**src/logic/smc_host_pkg.sv**
```systemverilog
// Host side types of the static memory controller
// Transfer sizes plus the request and response structs
`default_nettype none

package smc_host_pkg;

   // --------------------
   // Transfer size
   // --------------------
   typedef enum logic [1:0] {
      XSIZ_8  = 2'b00,   // Byte
      XSIZ_16 = 2'b01,   // Halfword
      XSIZ_32 = 2'b10    // Word
   } xfer_size_e;

   // --------------------
   // Host request, 68 bits
   // --------------------
   typedef struct packed {
      logic [31:0] addr;    // Byte address
      logic [31:0] wdata;   // Write data on host lanes
      xfer_size_e  size;    // Transfer size
      logic        write;   // 1 for write, 0 for read
      logic        cs;      // Bank select
   } smc_req_t;

   // --------------------
   // Host response, 32 bits
   // --------------------
   // Read word on host lanes, zero after a write
   typedef struct packed {
      logic [31:0] rdata;
   } smc_resp_t;

endpackage

`default_nettype wire

```
**src/logic/smc_emi_pkg.sv**
```systemverilog
// Memory side types of the static memory controller
// Bus widths, controller states and the external pin bundle
`default_nettype none

package smc_emi_pkg;

   // External bus width, static per configuration
   typedef enum logic [1:0] {
      BSIZ_8  = 2'b00,   // 8-bit memory
      BSIZ_16 = 2'b01,   // 16-bit memory
      BSIZ_32 = 2'b10    // 32-bit memory
   } bus_size_e;

   // Controller FSM states
   typedef enum logic [1:0] {
      SMC_IDLE = 2'b00,  // Waiting for a request
      SMC_RW   = 2'b01,  // Accesses on the bus
      SMC_RESP = 2'b10   // Response held for the host
   } smc_state_e;

   // Pins driven by the controller, 70 bits
   typedef struct packed {
      logic [31:0] addr;    // Byte address incl. stepped low bits
      logic [3:0]  n_be;    // Byte enables, active low
      logic        n_cs;    // Chip select, active low
      logic        n_we;    // Write enable, active low
      logic [31:0] wdata;   // Write data on memory lanes
   } smc_emi_t;

endpackage

`default_nettype wire

```
**src/logic/smc_access_ctrl.sv**
```systemverilog
// Access control FSM of the static memory controller
// Accepts a host request, runs one to four bus accesses with wait
// cycles, then holds the response until the host takes it
`timescale 1ns/1ps
`default_nettype none

module smc_access_ctrl
   import smc_host_pkg::*, smc_emi_pkg::*;
#(
   parameter int unsigned WAIT_CYCLES = 1   // Extra cycles per access
)
(
   input  wire             sys_clk18,
   input  wire             n_sys_reset18,
   input  wire             req_valid,
   input  wire smc_req_t   req,
   input  wire             resp_ready,
   input  wire bus_size_e  bus_size,
   output logic            req_ready,
   output logic            resp_valid,
   output logic            valid_access,   // Accept cycle
   output logic            access_done,    // Access ends, another follows
   output logic [1:0]      num_access,     // Accesses still to follow
   output smc_state_e      next_state,
   output logic            read_capture,   // Sample read lanes
   output logic            n_we            // Registered write enable
);

   localparam logic [2:0] WAIT_LAST = 3'(WAIT_CYCLES);

   smc_state_e  state;
   logic [2:0]  wait_cnt;     // Cycles spent in current access
   logic        write_r;      // Direction stored at accept
   logic        v_write;      // Validated direction
   logic        access_end;   // Last cycle of an access
   logic [1:0]  load_count;   // Accesses after the first

   assign valid_access = req_valid && req_ready;
   assign access_end   = (state == SMC_RW) && (wait_cnt == WAIT_LAST);
   assign access_done  = access_end && (num_access != 2'd0);
   assign read_capture = access_end && !write_r;
   assign v_write      = valid_access ? req.write : write_r;

   // Access count from transfer vs bus width
   always_comb
   begin
      load_count = 2'd0;                            // Single access
      if (req.size == XSIZ_32 && bus_size == BSIZ_8)
         load_count = 2'd3;                         // Four bytes
      else if ((req.size == XSIZ_32 && bus_size == BSIZ_16) ||
               (req.size == XSIZ_16 && bus_size == BSIZ_8))
         load_count = 2'd1;                         // Two halves
   end

   // --------------------
   // Next state
   // --------------------
   always_comb
   begin
      next_state = state;
      case (state)
         SMC_IDLE:
            if (valid_access)
               next_state = SMC_RW;
         SMC_RW:
            if (access_end && num_access == 2'd0)
               next_state = SMC_RESP;               // Last access done
         SMC_RESP:
            if (resp_valid && resp_ready)
               next_state = SMC_IDLE;
         default:
            next_state = SMC_IDLE;
      endcase
   end

   // State, wait and access counters
   always_ff @(posedge sys_clk18 or negedge n_sys_reset18)
   begin
      if (!n_sys_reset18)
      begin
         state      <= SMC_IDLE;
         wait_cnt   <= 3'd0;
         num_access <= 2'd0;
         write_r    <= 1'b0;
      end
      else
      begin
         state <= next_state;
         if (valid_access)
         begin
            wait_cnt   <= 3'd0;
            num_access <= load_count;
            write_r    <= req.write;
         end
         else if (access_end)
         begin
            wait_cnt <= 3'd0;                       // Next access starts fresh
            if (access_done)
               num_access <= num_access - 2'd1;
         end
         else if (state == SMC_RW)
            wait_cnt <= wait_cnt + 3'd1;
      end
   end

   // --------------------
   // Handshakes and WE
   // --------------------
   always_ff @(posedge sys_clk18 or negedge n_sys_reset18)
   begin
      if (!n_sys_reset18)
      begin
         req_ready  <= 1'b0;                        // Low until first idle cycle
         resp_valid <= 1'b0;
         n_we       <= 1'b1;
      end
      else
      begin
         req_ready  <= (next_state == SMC_IDLE);
         resp_valid <= (state == SMC_RESP) && !(resp_valid && resp_ready);
         n_we       <= !((next_state == SMC_RW) && v_write);
      end
   end

endmodule

`default_nettype wire

```
**src/logic/smc_addr.sv**
```systemverilog
// Address block of the static memory controller
// Registers address and chip select, steps the two low address bits
// between accesses and decodes the byte enables
`timescale 1ns/1ps
`default_nettype none

module smc_addr
   import smc_host_pkg::*, smc_emi_pkg::*;
(
   input  wire              sys_clk18,
   input  wire              n_sys_reset18,
   input  wire              valid_access,   // Accept cycle
   input  wire [1:0]        num_access,     // Accesses still to follow
   input  wire bus_size_e   bus_size,
   input  wire xfer_size_e  xfer_size,      // Live only on accept
   input  wire              cs,
   input  wire [31:0]       addr,
   input  wire              access_done,    // Step to next access
   input  wire smc_state_e  next_state,
   output logic [31:0]      smc_addr,       // EMI address
   output logic [3:0]       smc_n_be,       // EMI byte enables
   output logic             smc_n_cs,       // EMI chip select
   output logic [1:0]       addr_lsb        // Current low bits
);

   logic        r_cs;          // Stored CS
   logic [1:0]  r_addr;        // Stored low address bits
   xfer_size_e  r_xfer_size;   // Stored transfer size
   logic        v_cs;          // Validated copies
   logic [1:0]  v_addr;
   xfer_size_e  v_xfer_size;
   logic [1:0]  first_lsb;     // Low bits of first access
   logic [1:0]  next_lsb;      // Low bits of following access
   logic [3:0]  n_be;          // Unregistered byte enables

   // Live request on accept, stored copy afterwards
   assign v_cs        = valid_access ? cs : r_cs;
   assign v_addr      = valid_access ? addr[1:0] : r_addr;
   assign v_xfer_size = valid_access ? xfer_size : r_xfer_size;
   assign addr_lsb    = smc_addr[1:0];

   always_ff @(posedge sys_clk18 or negedge n_sys_reset18)
   begin
      if (!n_sys_reset18)
      begin
         r_cs        <= 1'b0;
         r_addr      <= 2'b00;
         r_xfer_size <= XSIZ_8;
      end
      else if (valid_access)
      begin
         r_cs        <= cs;
         r_addr      <= addr[1:0];
         r_xfer_size <= xfer_size;
      end
   end

   // --------------------
   // Low address bits
   // --------------------
   // Little-endian, highest byte first, counting down to zero
   always_comb
   begin
      case (v_xfer_size)
         XSIZ_32:
            case (bus_size)
               BSIZ_16: first_lsb = 2'b10;          // Upper half first
               BSIZ_8:  first_lsb = 2'b11;          // Byte 3 first
               default: first_lsb = 2'b00;
            endcase
         XSIZ_16:
            first_lsb = {v_addr[1], bus_size == BSIZ_8};
         default:
            first_lsb = v_addr;                     // Byte as addressed
      endcase
   end

   always_comb
   begin
      case ({v_xfer_size, bus_size})
         {XSIZ_32, BSIZ_8}:  next_lsb = num_access - 2'd1;  // 10, 01, 00
         {XSIZ_32, BSIZ_16}: next_lsb = 2'b00;              // Lower half
         {XSIZ_16, BSIZ_8}:  next_lsb = {v_addr[1], 1'b0};  // Lower byte of half
         default:            next_lsb = smc_addr[1:0];
      endcase
   end

   always_ff @(posedge sys_clk18 or negedge n_sys_reset18)
   begin
      if (!n_sys_reset18)
         smc_addr <= 32'h0;
      else if (valid_access)
         smc_addr <= {addr[31:2], first_lsb};
      else if (access_done)
         smc_addr[1:0] <= next_lsb;                 // Word part holds
   end

   // --------------------
   // Byte enable decode
   // --------------------
   always_comb
   begin
      n_be = 4'b1111;
      if (v_cs)
         case (bus_size)
            BSIZ_8:
               n_be = 4'b1110;                      // Lane 0 only
            BSIZ_16:
               if (v_xfer_size == XSIZ_8)
                  n_be = v_addr[0] ? 4'b1101 : 4'b1110;
               else
                  n_be = 4'b1100;                   // Lanes 1..0
            BSIZ_32:
               case (v_xfer_size)
                  XSIZ_8:  n_be = ~(4'b0001 << v_addr);
                  XSIZ_16: n_be = v_addr[1] ? 4'b0011 : 4'b1100;
                  XSIZ_32: n_be = 4'b0000;
                  default: n_be = 4'b1111;          // Invalid size
               endcase
            default:
               n_be = 4'b1111;
         endcase
   end

   // CS and BE driven only while accesses run
   always_ff @(posedge sys_clk18 or negedge n_sys_reset18)
   begin
      if (!n_sys_reset18)
      begin
         smc_n_cs <= 1'b1;
         smc_n_be <= 4'hf;
      end
      else if (next_state == SMC_RW)
      begin
         smc_n_cs <= ~v_cs;
         smc_n_be <= n_be;
      end
      else
      begin
         smc_n_cs <= 1'b1;
         smc_n_be <= 4'hf;
      end
   end

endmodule

`default_nettype wire

```
**src/logic/smc_data_lane.sv**
```systemverilog
// Data lane steering of the static memory controller
// Puts host write bytes on the memory lanes of each access and
// gathers read lanes back into the host word
`timescale 1ns/1ps
`default_nettype none

module smc_data_lane
   import smc_emi_pkg::*;
(
   input  wire              sys_clk18,
   input  wire              n_sys_reset18,
   input  wire              valid_access,   // Accept cycle
   input  wire [31:0]       wdata,          // Host lanes, live on accept
   input  wire bus_size_e   bus_size,
   input  wire [1:0]        addr_lsb,       // Low bits of current access
   input  wire              read_capture,   // Last cycle of a read access
   input  wire [31:0]       mem_rdata,
   output logic [31:0]      mem_wdata,      // Memory lanes
   output logic [31:0]      rdata           // Assembled read word
);

   logic [31:0] wdata_r;   // Write word held for all accesses
   logic [15:0] wr_half;   // Host half for 16-bit bus
   logic [7:0]  wr_byte;   // Host byte for 8-bit bus

   // --------------------
   // Write path
   // --------------------
   always_ff @(posedge sys_clk18)
   begin
      if (valid_access)
         wdata_r <= wdata;
   end

   // Host byte k goes to lane k mod bus bytes
   assign wr_half = addr_lsb[1] ? wdata_r[31:16] : wdata_r[15:0];
   assign wr_byte = wdata_r[{addr_lsb, 3'b000} +: 8];

   always_comb
   begin
      case (bus_size)
         BSIZ_8:
            mem_wdata = {4{wr_byte}};               // Byte copied on all lanes
         BSIZ_16:
            mem_wdata = {2{wr_half}};
         default:
            mem_wdata = wdata_r;                    // Straight through
      endcase
   end

   // --------------------
   // Read path
   // --------------------
   // Cleared at accept, so a write answers zero
   always_ff @(posedge sys_clk18 or negedge n_sys_reset18)
   begin
      if (!n_sys_reset18)
         rdata <= 32'h0;
      else if (valid_access)
         rdata <= 32'h0;
      else if (read_capture)
      begin
         case (bus_size)
            BSIZ_8:
               rdata[{addr_lsb, 3'b000} +: 8] <= mem_rdata[7:0];
            BSIZ_16:
               rdata[{addr_lsb[1], 4'b0000} +: 16] <= mem_rdata[15:0];
            default:
               rdata <= mem_rdata;                  // Whole word in one go
         endcase
      end
   end

endmodule

`default_nettype wire

```
**src/logic/smc_lite.sv**
```systemverilog
// Static memory controller top level, single bank
// Host valid/ready request and response, fixed-latency memory pins
`timescale 1ns/1ps
`default_nettype none

module smc_lite
   import smc_host_pkg::*, smc_emi_pkg::*;
#(
   parameter int unsigned WAIT_CYCLES = 1   // Extra cycles per access, 0..7
)
(
   input  wire             sys_clk18,
   input  wire             n_sys_reset18,
   input  wire bus_size_e  bus_size,        // Static configuration
   input  wire             req_valid,
   input  wire smc_req_t   req,
   input  wire             resp_ready,
   input  wire [31:0]      mem_rdata,
   output logic            req_ready,
   output logic            resp_valid,
   output smc_resp_t       resp,
   output smc_emi_t        emi
);

   logic        valid_access;
   logic        access_done;
   logic        read_capture;
   logic        n_we;
   logic [1:0]  num_access;
   logic [1:0]  addr_lsb;
   smc_state_e  next_state;
   logic [31:0] emi_addr;
   logic [3:0]  emi_n_be;
   logic        emi_n_cs;
   logic [31:0] mem_wdata;
   logic [31:0] rdata;

   // --------------------
   // Output packing
   // --------------------
   assign emi = '{addr: emi_addr, n_be: emi_n_be, n_cs: emi_n_cs,
                  n_we: n_we, wdata: mem_wdata};
   assign resp = '{rdata: rdata};

   smc_access_ctrl #(.WAIT_CYCLES(WAIT_CYCLES)) u_ctrl (
      .sys_clk18(sys_clk18), .n_sys_reset18(n_sys_reset18),
      .req_valid(req_valid), .req(req), .resp_ready(resp_ready),
      .bus_size(bus_size), .req_ready(req_ready), .resp_valid(resp_valid),
      .valid_access(valid_access), .access_done(access_done),
      .num_access(num_access), .next_state(next_state),
      .read_capture(read_capture), .n_we(n_we)
   );

   smc_addr u_addr (
      .sys_clk18(sys_clk18), .n_sys_reset18(n_sys_reset18),
      .valid_access(valid_access), .num_access(num_access),
      .bus_size(bus_size), .xfer_size(req.size), .cs(req.cs),
      .addr(req.addr), .access_done(access_done), .next_state(next_state),
      .smc_addr(emi_addr), .smc_n_be(emi_n_be), .smc_n_cs(emi_n_cs),
      .addr_lsb(addr_lsb)
   );

   smc_data_lane u_lane (
      .sys_clk18(sys_clk18), .n_sys_reset18(n_sys_reset18),
      .valid_access(valid_access), .wdata(req.wdata), .bus_size(bus_size),
      .addr_lsb(addr_lsb), .read_capture(read_capture),
      .mem_rdata(mem_rdata), .mem_wdata(mem_wdata), .rdata(rdata)
   );

endmodule

`default_nettype wire

```
**config.mk**
```make
export PLATFORM = sky130hd
export DESIGN_NAME = smc_lite
export DESIGN_NICKNAME = d
export VERILOG_FILES = /design/src/logic/smc_host_pkg.sv /design/src/logic/smc_emi_pkg.sv /design/src/logic/smc_access_ctrl.sv /design/src/logic/smc_addr.sv /design/src/logic/smc_data_lane.sv /design/src/logic/smc_lite.sv
export SDC_FILE = /design/constraint.sdc
export NUM_CORES = 1
export LEC_CHECK = 0
export BUFFER_PORTS_ARGS = -buffer_cell sky130_fd_sc_hd__buf_2
export CORE_ASPECT_RATIO = 1.5
export CORE_MARGIN = 5
export CORE_UTILIZATION = 27
export DETAILED_ROUTE_END_ITERATION = 10
export PLACE_DENSITY = 0.52
export SLEW_MARGIN = 20
export SYNTH_ARGS = -nofsm -noshare
export SYNTH_HDL_FRONTEND = slang
export SYNTH_SLANG_ARGS = --single-unit
```
**constraint.sdc**
```tcl
create_clock -name sys_clk18 -period 2.59 [get_ports sys_clk18]
set_input_delay 0.518 -clock sys_clk18 [delete_from_list [all_inputs] [get_ports sys_clk18]]
set_output_delay 0.518 -clock sys_clk18 [all_outputs]
set_load 0.02 [all_outputs]
```
==> run_summary.xml, run 1 <==
<?xml version="1.0" encoding="UTF-8"?>
<metrics>
  <group name="outcome">
    <metric name="outcome" unit="">finished, final reports clean</metric>
  </group>
  <group name="synth">
    <metric name="yosys.area.top_type_share" unit="%">32.31</metric>
    <metric name="flip_flop_and_latch_count_after_synthesis" unit="">117</metric>
    <metric name="netlist.top_cell.by_area" unit="">dfrtp_1</metric>
    <metric name="synth_xor_xnor_area_share" unit="%">0.1431</metric>
    <metric name="synth_seq_area_share" unit="%">50.59</metric>
    <metric name="post_synth.cell_area_avg" unit="µm²">10.03</metric>
    <metric name="muxShareOfSynthArea" unit="%">9.714</metric>
    <metric name="synth_cell_types" unit="">54</metric>
    <metric name="synth_enable_flop_cells" unit="">32</metric>
    <metric name="synthesis.area" unit="µm²">6118</metric>
    <metric name="synth_top_family_by_area" unit="">simple AND/OR/NAND/NOR gates</metric>
    <metric name="yosys-top-cells-area" unit="">dfrtp_1 (32%), edfxtp_1 (16%), nand2_1 (12%), mux4_2 (5.9%), mux2i_1 (3.3%)</metric>
    <metric name="complex_gate_fraction_of_the_synthesized_area" unit="%">15.99</metric>
    <metric name="synth_adder_area_share" unit="%">2.454</metric>
    <metric name="asyncSetResetFlopFracSynth" unit="%">72.65</metric>
    <metric name="post_synth_inst_count" unit="">610</metric>
    <metric name="synth_nets" unit="">728</metric>
    <metric name="synth-simple-area-share" unit="%">16.87</metric>
    <metric name="postSynth.topFlopCell" unit="">dfrtp_1</metric>
    <metric name="synth-warning-count" unit="">0</metric>
  </group>
  <group name="final_layout">
    <metric name="fillerInstances" unit="">2280</metric>
    <metric name="final-seq-area" unit="µm²">3098</metric>
    <metric name="post-route-util" unit="%">36.33</metric>
    <metric name="layout.cells.most_common_list" unit="">buf_2 (208), nand2_1 (193), dfrtp_1 (77)</metric>
    <metric name="post_route_cells_drive_above_1_share" unit="%">36.36</metric>
    <metric name="final_common_cell" unit="">buf_2</metric>
    <metric name="final_nets" unit="">941</metric>
    <metric name="synthToLayoutAreaGrowth" unit="%">32.90</metric>
    <metric name="multi_input_area" unit="µm²">2769</metric>
    <metric name="final_cells" unit="">1114</metric>
  </group>
  <group name="routing">
    <metric name="detail_route.first_pass.iterations" unit="">4</metric>
    <metric name="drc" unit="">0</metric>
    <metric name="drt_iter0_markers" unit="">265</metric>
    <metric name="avgViaCountPerCell" unit="">4.929</metric>
    <metric name="wl" unit="µm">20480</metric>
    <metric name="num_vias" unit="">5491</metric>
    <metric name="detail_route.wl_per_cell" unit="µm">18.38</metric>
    <metric name="route.antenna.remaining_nets" unit="">0</metric>
  </group>
  <group name="floorplan">
    <metric name="io_pins" unit="">210</metric>
    <metric name="chipHeight" unit="µm">194.4</metric>
    <metric name="start_util" unit="%">27.34</metric>
    <metric name="fp.coreArea" unit="µm²">22380</metric>
    <metric name="die-area" unit="µm²">25830</metric>
    <metric name="fp.dieW" unit="µm">132.9</metric>
    <metric name="placement_rows" unit="">67</metric>
  </group>
  <group name="clock_tree">
    <metric name="clock_sinks" unit="">117</metric>
    <metric name="tritoncts.num_buffers" unit="">17</metric>
    <metric name="tritoncts_clock_tree" unit="">built</metric>
    <metric name="htree_levels" unit="">4</metric>
    <metric name="worst_skew_pair.late_latency" unit="ns">0.43</metric>
    <metric name="post-cts-setup-buffer-count" unit="">0</metric>
    <metric name="cts-root-to-sink-buffers" unit="">2</metric>
    <metric name="clk_pin_slew_worst_paths" unit="ns">0.06</metric>
    <metric name="clock_tree.root_cell" unit="">clkbuf_16</metric>
  </group>
  <group name="sta">
    <metric name="worst_slew_pin_slew" unit="ns">0.9544</metric>
    <metric name="fin_tns_setup" unit="ns">0</metric>
    <metric name="unrepaired_setup_endpoints_after_global_routing" unit="">false</metric>
    <metric name="slew_violations" unit="">0</metric>
    <metric name="final_min_period_over_clock_period" unit="%">94.90</metric>
    <metric name="final.min_clock_period" unit="ns">2.458</metric>
    <metric name="worst_slew_margin_rel" unit="%">36.25</metric>
    <metric name="hold_viol" unit="">0</metric>
    <metric name="setup_viol" unit="">0</metric>
    <metric name="timing.fmax" unit="MHz">406.9</metric>
    <metric name="timing.clock.skew" unit="ns">0.01002</metric>
    <metric name="hold_ws" unit="ns">0.2656</metric>
  </group>
  <group name="pwr">
    <metric name="p_leak" unit="nW">3.994</metric>
    <metric name="peakVddDrop" unit="mV">0.4588</metric>
    <metric name="power_density" unit="nW/µm²">1177</metric>
    <metric name="design_power_total" unit="mW">9.572</metric>
  </group>
  <group name="worst_setup_path">
    <metric name="endpoint_kind" unit="">primary output</metric>
    <metric name="worst_ep_required_time" unit="ns">2.07</metric>
    <metric name="r2r_end" unit="">u_lane.rdata[5]</metric>
    <metric name="crit_path_start_kind" unit="">flip-flop</metric>
    <metric name="r2r_setup_slk" unit="ns">0.30</metric>
    <metric name="r2r.worst_path.cells" unit="">6</metric>
    <metric name="worst_ep_arrival_time" unit="ns">1.94</metric>
    <metric name="worstReg2RegStart" unit="">u_addr.smc_addr[1]</metric>
    <metric name="largest_fanout_on_the_critical_path" unit="">19</metric>
    <metric name="critPathKind" unit="">flip-flop to primary output</metric>
  </group>
  <group name="placement">
    <metric name="hpwl" unit="µm">14950</metric>
    <metric name="dp.cells" unit="">1079</metric>
    <metric name="gp_congestion" unit="">0.8495</metric>
    <metric name="port-buffer-count" unit="">209</metric>
  </group>
  <group name="hold_path">
    <metric name="hold_path.class" unit="">primary input to flip-flop</metric>
    <metric name="hold-path-endpoint" unit="">u_lane.wdata_r[21]</metric>
    <metric name="timing.hold.worst.start" unit="">req[25]</metric>
    <metric name="whs_path_depth" unit="">1</metric>
  </group>
  <group name="grt">
    <metric name="grt_first_pass_wirelength" unit="µm">31700</metric>
    <metric name="grt_start_max_net_pins" unit="">61</metric>
    <metric name="grt_usage" unit="%">15.81</metric>
    <metric name="grt.overflow.total" unit="">0</metric>
    <metric name="antenna_found_initial" unit="">5</metric>
    <metric name="via_count_of_the_first_global_routing_pass" unit="">5598</metric>
  </group>
  <group name="job">
    <metric name="maxCapViolations" unit="">0</metric>
  </group>
</metrics>
what timing repair did:
| item | 4_1_cts | 5_1_grt |
|---|---|---|
| resized for setup | 1 | 2 |
| setup endpoints to repair | 16 | 28 |
| hold buffers | 1 | 0 |
| endpoints found under the hold margin | 18 | 0 |
cell type report:
type	count	share of cell area (%)
antenna	2	0.06155
clock buffer	19	5.709
clock inverter	13	1.523
inverter	23	1.062
multi-input combinational	432	34.05
sequential	117	38.10
tap	276	4.247
timing repair buffer	232	15.25
layer usage:
layer | vias to the layer above | share of wire (%) | track usage [%]
li1 | 2607 | - | -
met1 | 2640 | 40 | 17.93
met2 | 198 | 51 | 27.43
met3 | 40 | 6.1 | 4.423
met4 | 6 | 3.3 | 7.203
met5 | - | 0.16 | 0
sequential cells by signal, summed over array words and instances, names as in the netlist:
name	count
u_ctrl.n_we	1
u_ctrl.resp_valid	1
u_addr.r_cs	1
u_addr.smc_n_cs	1
u_addr.smc_addr	32
u_ctrl.state	2
u_lane.rdata	32
u_ctrl.write_r	1
u_ctrl.wait_cnt	3
u_lane.wdata_r	32
u_ctrl.req_ready	1
u_ctrl.num_access	2
u_addr.r_addr	2
u_addr.smc_n_be	4
u_addr.r_xfer_size	2
Yosys cell counts (14+ instances only):
| master | count |
|---|---|
| nand2_1 | 194 |
| dfrtp_1 | 79 |
| edfxtp_1 | 32 |
| clkbuf_1 | 24 |
| inv_1 | 22 |
| o21ai_0 | 22 |
| a21oi_1 | 21 |
| mux2i_1 | 20 |
| nor2_1 | 19 |
| a221oi_1 | 16 |
| mux4_2 | 16 |
| o2bb2ai_1 | 14 |
critical path: stages, from the launching register on:
cell and delay (ns):
dfrtp_2 0.36, buf_6 0.25, mux4_2 0.53, nand2_1 0.10, nand2_1 0.09, buf_2 0.17
power by group:
group | total, mW | internal, mW | switching (mW)
Combinational | 4.20 | 1.59 | 2.60
Clock | 2.33 | 1.41 | 0.925
Sequential | 3.04 | 2.58 | 0.457
worst max-delay path by stage:
stage                        from                 end  slack [ns]  cells after the start
2_1_floorplan    u_ctrl.req_ready  u_addr.smc_addr[0]        0.03                     11
3_3_place_gp          bus_size[0]              emi[3]        0.10                      6
3_5_place_dp            req_valid  u_addr.smc_addr[0]        0.06                      9
4_1_cts        u_addr.smc_addr[1]              emi[3]       0.005                      5
5_1_grt        u_addr.smc_addr[1]              emi[6]       0.009                      5
6_report       u_addr.smc_addr[1]             emi[24]        0.13                      5
logic make-up after synthesis:
family          Yosys count
compound gates          134
fa+ha+maj                12
flops                   117
buf+inv                  61
mux                      39
simple gates            246
xor+xnor                  1
metrics by stage:
step | setup WS (ns) | instance area (µm²)
CTS | 0.005057 | 8122
global route | 0.008929 | 8132
floorplan | 0.03491 | 6127
finish | 0.1321 | 8132
detailed placement | 0.05764 | 7521
global placement | 0.1025 | 7521
Power figures use the tool's default switching activity.
==> run 2: changes to the inputs <==
CORE_ASPECT_RATIO = not set   (was 1.5)
==> run 2 against run 1 <==
  * Cell area is 0.26% higher
  * Via count decreased by 0.76%
  * Hold slack worse by 0.23 ns
  * Worst setup slack worse by 0.0035 ns
  * Critical path type unchanged
==> run_summary.xml, run 2 (synthesized netlist as in run 1, its figures left out) <==
<?xml version="1.0" encoding="UTF-8"?>
<metrics>
  <group name="floorplan">
    <metric name="die-area" unit="µm²">25770</metric>
    <metric name="fp.coreArea" unit="µm²">22500</metric>
    <metric name="fp.dieW" unit="µm">160.5</metric>
    <metric name="io_pins" unit="">210</metric>
    <metric name="placement_rows" unit="">55</metric>
    <metric name="start_util" unit="%">27.19</metric>
    <metric name="chipHeight" unit="µm">160.5</metric>
  </group>
  <group name="clock_tree">
    <metric name="htree_levels" unit="">4</metric>
    <metric name="clock_sinks" unit="">117</metric>
    <metric name="cts_hold_buf" unit="">0</metric>
    <metric name="post-cts-setup-buffer-count" unit="">0</metric>
    <metric name="tritoncts.num_buffers" unit="">17</metric>
    <metric name="clock_tree.root_cell" unit="">clkbuf_16</metric>
    <metric name="tritoncts_clock_tree" unit="">built</metric>
    <metric name="clk_pin_slew_worst_paths" unit="ns">0.06</metric>
    <metric name="cts-root-to-sink-buffers" unit="">2</metric>
    <metric name="worst_skew_pair.late_latency" unit="ns">0.41</metric>
  </group>
  <group name="worst_setup_path">
    <metric name="count_of_buffering_cells_on_the_critical_path_with_inverters_included" unit="">2</metric>
    <metric name="r2r.worst_path.cells" unit="">8</metric>
    <metric name="critical_path.most_common_cell" unit="">nand2_1</metric>
    <metric name="critical_path_cell_count" unit="">5</metric>
    <metric name="worstReg2RegStart" unit="">u_ctrl.req_ready</metric>
    <metric name="critical-path-top-delay-family" unit="">multiplexers</metric>
    <metric name="largest_fanout_on_the_critical_path" unit="">35</metric>
    <metric name="r2r_end" unit="">u_addr.smc_addr[0]</metric>
    <metric name="worst_ep_required_time" unit="ns">2.07</metric>
    <metric name="critPathKind" unit="">flip-flop to primary output</metric>
    <metric name="cp_cell_sequence" unit="">buf_12, mux4_2, nand2_1, nand2_1, buf_2</metric>
    <metric name="r2r_setup_slk" unit="ns">0.39</metric>
    <metric name="cpPeakStageDelay" unit="ns">0.53</metric>
    <metric name="crit_path_start_kind" unit="">flip-flop</metric>
    <metric name="crit_path_start" unit="">u_addr.smc_addr[1]</metric>
    <metric name="worst_ep_arrival_time" unit="ns">1.94</metric>
    <metric name="crit_slowest_cell" unit="">mux4_2</metric>
    <metric name="endpoint_kind" unit="">primary output</metric>
  </group>
  <group name="final_layout">
    <metric name="final_cells" unit="">1123</metric>
    <metric name="final_common_cell" unit="">buf_2</metric>
    <metric name="largestRegisters" unit="">u_addr.smc_addr (32), u_lane.rdata (32), u_lane.wdata_r (32)</metric>
    <metric name="post_route_cells_drive_above_1_share" unit="%">36.24</metric>
    <metric name="fillerInstances" unit="">2287</metric>
    <metric name="layout.cells.most_common_list" unit="">buf_2 (208), nand2_1 (193), dfrtp_1 (77)</metric>
    <metric name="final_nets" unit="">941</metric>
    <metric name="synthToLayoutAreaGrowth" unit="%">33.25</metric>
  </group>
  <group name="routing">
    <metric name="drc" unit="">0</metric>
    <metric name="num_vias" unit="">5449</metric>
    <metric name="detail_route.first_pass.iterations" unit="">4</metric>
    <metric name="avgViaCountPerCell" unit="">4.852</metric>
    <metric name="wl" unit="µm">19430</metric>
    <metric name="detail_route.wl_per_cell" unit="µm">17.30</metric>
    <metric name="route.antenna.remaining_nets" unit="">0</metric>
    <metric name="drt_iter0_markers" unit="">288</metric>
  </group>
  <group name="pwr">
    <metric name="power_density" unit="nW/µm²">1174</metric>
    <metric name="clockPowerShare" unit="%">24.7</metric>
    <metric name="power.internal" unit="mW">5.670</metric>
    <metric name="share_of_power_burned_in_combinational_logic" unit="%">43.2</metric>
    <metric name="peakVddDrop" unit="mV">0.4454</metric>
    <metric name="share_of_total_power_in_sequential_cells" unit="%">32.0</metric>
    <metric name="p_leak" unit="nW">4.017</metric>
    <metric name="swShare" unit="%">40.74</metric>
    <metric name="switching_power" unit="mW">3.897</metric>
  </group>
  <group name="sta">
    <metric name="unrepaired_setup_endpoints_after_global_routing" unit="">false</metric>
    <metric name="worst_slew_margin_rel" unit="%">48.67</metric>
    <metric name="fin_tns_setup" unit="ns">0</metric>
    <metric name="hold_viol" unit="">0</metric>
    <metric name="slew_violations" unit="">0</metric>
    <metric name="hold_ws" unit="ns">0.03728</metric>
    <metric name="worst_slew_pin_slew" unit="ns">0.7699</metric>
    <metric name="final_min_period_over_clock_period" unit="%">95.03</metric>
    <metric name="timing.clock.skew" unit="ns">0.007656</metric>
    <metric name="final.min_clock_period" unit="ns">2.461</metric>
    <metric name="setup_viol" unit="">0</metric>
    <metric name="timing.fmax" unit="MHz">406.3</metric>
  </group>
  <group name="grt">
    <metric name="grt.overflow.total" unit="">0</metric>
    <metric name="grt_first_pass_wirelength" unit="µm">30960</metric>
    <metric name="via_count_of_the_first_global_routing_pass" unit="">5577</metric>
    <metric name="antenna_found_initial" unit="">6</metric>
    <metric name="grt_usage" unit="%">15.07</metric>
    <metric name="grt_start_max_net_pins" unit="">68</metric>
  </group>
  <group name="placement">
    <metric name="hpwl" unit="µm">14200</metric>
    <metric name="gp_congestion" unit="">0.7586</metric>
    <metric name="dp.cells" unit="">1089</metric>
    <metric name="port-buffer-count" unit="">209</metric>
  </group>
  <group name="job">
    <metric name="maxCapViolations" unit="">0</metric>
  </group>
  <group name="hold_path">
    <metric name="hold_path.class" unit="">primary input to asynchronous set/reset pin</metric>
  </group>
  <group name="outcome">
    <metric name="outcome" unit="">finished, final reports clean</metric>
  </group>
</metrics>
## run 2: power groups by stage
stage	Combinational [mW]	Clock (mW)	Sequential, mW
2_1_floorplan	2.33	0	3.53
3_3_place_gp	4.17	0	3.07
3_5_place_dp	4.20	0	3.07
4_1_cts	4.20	2.44	3.07
5_1_grt	4.56	2.53	3.17
6_report	4.14	2.37	3.07
## run 2: worst max-delay path by stage
stage	to	slack (ns)
floorplan	u_addr.smc_addr[0]	0.03
global placement	u_addr.smc_addr[0]	0.25
detailed placement	u_addr.smc_addr[0]	0.18
CTS	emi[3]	0.08
global route	emi[12]	0.02
finish	emi[11]	0.13
## run 2: per-stage QoR
| step | power, mW | utilization [%] | area, µm² | worst slack (ns) |
|---|---|---|---|---|
| finish | 9.567 | 36.23 | 8153 | 0.1286 |
| global route | 10.26 | 36.22 | 8150 | 0.01699 |
| detailed placement | 7.276 | 33.56 | 7552 | 0.1791 |
| floorplan | 5.859 | - | 6127 | 0.03491 |
| CTS | 9.712 | 36.20 | 8147 | 0.07984 |
| global placement | 7.242 | 33.56 | 7552 | 0.2487 |
## run 2: layer usage
layer	global-route usage [%]	wire [µm]	vias up
met5	0	58	-
li1	-	-	2617
met2	24.35	9038	192
met4	4.615	359	10
met1	18.95	8402	2597
met3	5.414	1566	33
## run 2: layout make-up
cell class              instances  area [µm²]  area share, %
clock inverters                12       126.4          1.550
repair buffers                232        1246          15.29
well taps                     285       356.6          4.374
multi-input cells             432        2766          33.93
inverters                      23       86.33          1.059
flip-flops and latches        117        3098          38.00
diodes                          2       5.005        0.06139
clock buffers                  20       467.9          5.740
## run 2: repair_timing
| action | 4_1_cts | 5_1_grt |
|---|---|---|
| setup endpoints to repair | 0 | 3 |
| hold endpoints to repair | 0 | 0 |
| resized for setup | 0 | 1 |
==> run 3: changes to the inputs <==
CELL_PAD_IN_SITES_DETAIL_PLACEMENT = 1   (was not set)
CELL_PAD_IN_SITES_GLOBAL_PLACEMENT = 1   (was not set)
CTS_CLUSTER_DIAMETER = 80   (was not set)
PLACE_DENSITY = 0.65   (was 0.52)
REMOVE_ABC_BUFFERS = 1   (was not set)
==> run 3 against run 2 <==
  * Wire length grew 8.2%
  * Highest routed layer unchanged
  * Maximum frequency is essentially flat
  * Combinational power grew 2%
  * Clock-buffer cell count grew 3
  * Worst setup slack lost 0.0013 ns
  * Register-to-register slack lost 0.09 ns
  * First-iteration DRC count grew 22%
  * Clock power shrank 8.9%
==> run_summary.xml, run 3 (synthesized netlist as in run 1, its figures left out) <==
<?xml version="1.0" encoding="UTF-8"?>
<metrics>
  <group name="outcome">
    <metric name="outcome" unit="">finished, final reports clean</metric>
  </group>
  <group name="sta">
    <metric name="hold_ws" unit="ns">0.07301</metric>
    <metric name="hold_viol" unit="">0</metric>
    <metric name="slew_violations" unit="">0</metric>
    <metric name="timing.clock.skew" unit="ns">0.01582</metric>
    <metric name="timing.fmax" unit="MHz">406.1</metric>
    <metric name="worst_slew_pin_slew" unit="ns">1.050</metric>
    <metric name="final.min_clock_period" unit="ns">2.463</metric>
    <metric name="worst_slew_margin_rel" unit="%">29.89</metric>
    <metric name="finalWorstSetupSlack" unit="ns">0.1273</metric>
    <metric name="unrepaired_setup_endpoints_after_global_routing" unit="">false</metric>
    <metric name="setup_viol" unit="">0</metric>
    <metric name="final_min_period_over_clock_period" unit="%">95.08</metric>
  </group>
  <group name="grt">
    <metric name="grt_start_max_net_pins" unit="">61</metric>
    <metric name="antenna_found_initial" unit="">4</metric>
    <metric name="via_count_of_the_first_global_routing_pass" unit="">5723</metric>
    <metric name="grt_first_pass_wirelength" unit="µm">32760</metric>
    <metric name="grt.overflow.total" unit="">0</metric>
    <metric name="grt_usage" unit="%">16.04</metric>
  </group>
  <group name="clock_tree">
    <metric name="worst_skew_pair.late_latency" unit="ns">0.41</metric>
    <metric name="cts-root-to-sink-buffers" unit="">2</metric>
    <metric name="cts_resized" unit="">0</metric>
    <metric name="htree_levels" unit="">4</metric>
    <metric name="clock_tree.root_cell" unit="">clkbuf_16</metric>
    <metric name="post-cts-setup-buffer-count" unit="">0</metric>
    <metric name="clock_sinks" unit="">117</metric>
    <metric name="cts_hold_buf" unit="">0</metric>
    <metric name="tritoncts_clock_tree" unit="">built</metric>
    <metric name="tritoncts.num_buffers" unit="">17</metric>
    <metric name="clk_pin_slew_worst_paths" unit="ns">0.06</metric>
  </group>
  <group name="worst_setup_path">
    <metric name="crit_path_start" unit="">u_addr.smc_addr[1]</metric>
    <metric name="largest_fanout_on_the_critical_path" unit="">34</metric>
    <metric name="critPathKind" unit="">flip-flop to primary output</metric>
    <metric name="crit_slowest_cell" unit="">mux4_2</metric>
    <metric name="r2r.worst_path.cells" unit="">6</metric>
    <metric name="worst_ep_arrival_time" unit="ns">1.94</metric>
    <metric name="cp-endpoint" unit="">emi[0]</metric>
    <metric name="critical_path.most_common_cell" unit="">nand2_1</metric>
    <metric name="endpoint_kind" unit="">primary output</metric>
    <metric name="r2r_setup_slk" unit="ns">0.30</metric>
    <metric name="worstReg2RegStart" unit="">u_addr.smc_addr[1]</metric>
    <metric name="cp_cell_sequence" unit="">buf_12, mux4_2, nand2_1, nand2_1, buf_2</metric>
    <metric name="cpPeakStageDelay" unit="ns">0.54</metric>
    <metric name="worst_ep_required_time" unit="ns">2.07</metric>
    <metric name="r2r_end" unit="">u_lane.rdata[3]</metric>
    <metric name="crit_path_start_kind" unit="">flip-flop</metric>
  </group>
  <group name="job">
    <metric name="maxCapViolations" unit="">0</metric>
  </group>
  <group name="floorplan">
    <metric name="start_util" unit="%">27.19</metric>
    <metric name="io_pins" unit="">210</metric>
    <metric name="fp.dieW" unit="µm">160.5</metric>
    <metric name="placement_rows" unit="">55</metric>
    <metric name="die-area" unit="µm²">25770</metric>
    <metric name="fp.coreArea" unit="µm²">22500</metric>
    <metric name="chipHeight" unit="µm">160.5</metric>
  </group>
  <group name="final_layout">
    <metric name="final_nets" unit="">941</metric>
    <metric name="layout.cells.most_common_list" unit="">buf_2 (208), nand2_1 (193), dfrtp_1 (78)</metric>
    <metric name="final_common_cell" unit="">buf_2</metric>
    <metric name="largestRegisters" unit="">u_addr.smc_addr (32), u_lane.rdata (32), u_lane.wdata_r (32)</metric>
    <metric name="final_cell_area" unit="µm²">8094</metric>
    <metric name="fillerInstances" unit="">2644</metric>
    <metric name="post_route_cells_drive_above_1_share" unit="%">35.65</metric>
    <metric name="synthToLayoutAreaGrowth" unit="%">32.29</metric>
  </group>
  <group name="placement">
    <metric name="post-place-ws" unit="ns">0.1851</metric>
    <metric name="gp_congestion" unit="">0.7939</metric>
    <metric name="port-buffer-count" unit="">209</metric>
    <metric name="hpwl" unit="µm">15570</metric>
    <metric name="dpl_cell_area" unit="µm²">7552</metric>
  </group>
  <group name="routing">
    <metric name="num_vias" unit="">5498</metric>
    <metric name="drc" unit="">0</metric>
    <metric name="avgViaCountPerCell" unit="">4.896</metric>
    <metric name="route.antenna.remaining_nets" unit="">0</metric>
    <metric name="wl" unit="µm">21020</metric>
    <metric name="drt_iter0_markers" unit="">350</metric>
    <metric name="detail_route.first_pass.iterations" unit="">4</metric>
    <metric name="detail_route.wl_per_cell" unit="µm">18.71</metric>
  </group>
  <group name="pwr">
    <metric name="peakVddDrop" unit="mV">0.4498</metric>
    <metric name="p_leak" unit="nW">3.988</metric>
    <metric name="power_density" unit="nW/µm²">1166</metric>
    <metric name="design_power_total" unit="mW">9.441</metric>
  </group>
  <group name="hold_path">
    <metric name="hold_path.class" unit="">primary input to asynchronous set/reset pin</metric>
  </group>
</metrics>
-- run 3: layout make-up --
type	count	area, µm²	share of cell area, %
clock inverters	9	78.83	0.9739
well taps	285	356.6	4.406
flip-flops and latches	117	3097	38.26
clock buffers	23	457.9	5.658
inverters	23	86.33	1.067
multi-input cells	432	2766	34.18
repair buffers	232	1246	15.40
diodes	2	5.005	0.06183
-- run 3: worst min-delay path by stage --
stage	from	endpoint	slack, ns	cells past startpoint
floorplan	n_sys_reset18	u_addr.r_addr[0]	0.22	0
global placement	u_addr.smc_addr[20]	u_addr.smc_addr[20]	0.46	2
detailed placement	u_addr.smc_addr[10]	u_addr.smc_addr[10]	0.46	2
CTS	n_sys_reset18	u_addr.smc_addr[22]	0.08	1
global route	n_sys_reset18	u_addr.smc_addr[22]	0.11	1
finish	n_sys_reset18	u_addr.smc_addr[21]	0.07	1
-- run 3: metal layers --
layer,up-vias,global-route usage (%),part of all wire [%]
li1,2608,-,-
met1,2668,21.24,46
met2,194,25.19,45
met3,20,5.851,8.3
met4,8,3.676,1.0
met5,-,0,0.19
-- run 3: metrics by stage --
stage | util [%] | setup TNS [ns] | std cells
3_3_place_gp | 33.56 | 0 | 1089
4_1_cts | 35.95 | 0 | 1121
3_5_place_dp | 33.56 | 0 | 1089
2_1_floorplan | - | -47.31 | 572
6_report | 35.97 | 0 | 1123
5_1_grt | 35.95 | 0 | 1121
-- run 3: worst max-delay path, delay by kind of cell (launching register included) --
family | cells | cell delay [ns]
muxes | 1 | 0.54
DFF | 1 | 0.39
and+or+nand+nor | 2 | 0.17
buffers and inverters | 2 | 0.43
-- run 3: power breakdown --
group	switching, mW	internal (mW)
clock	0.819	1.34
sequential	0.479	2.59
combinational	2.62	1.60
total	3.92	5.52
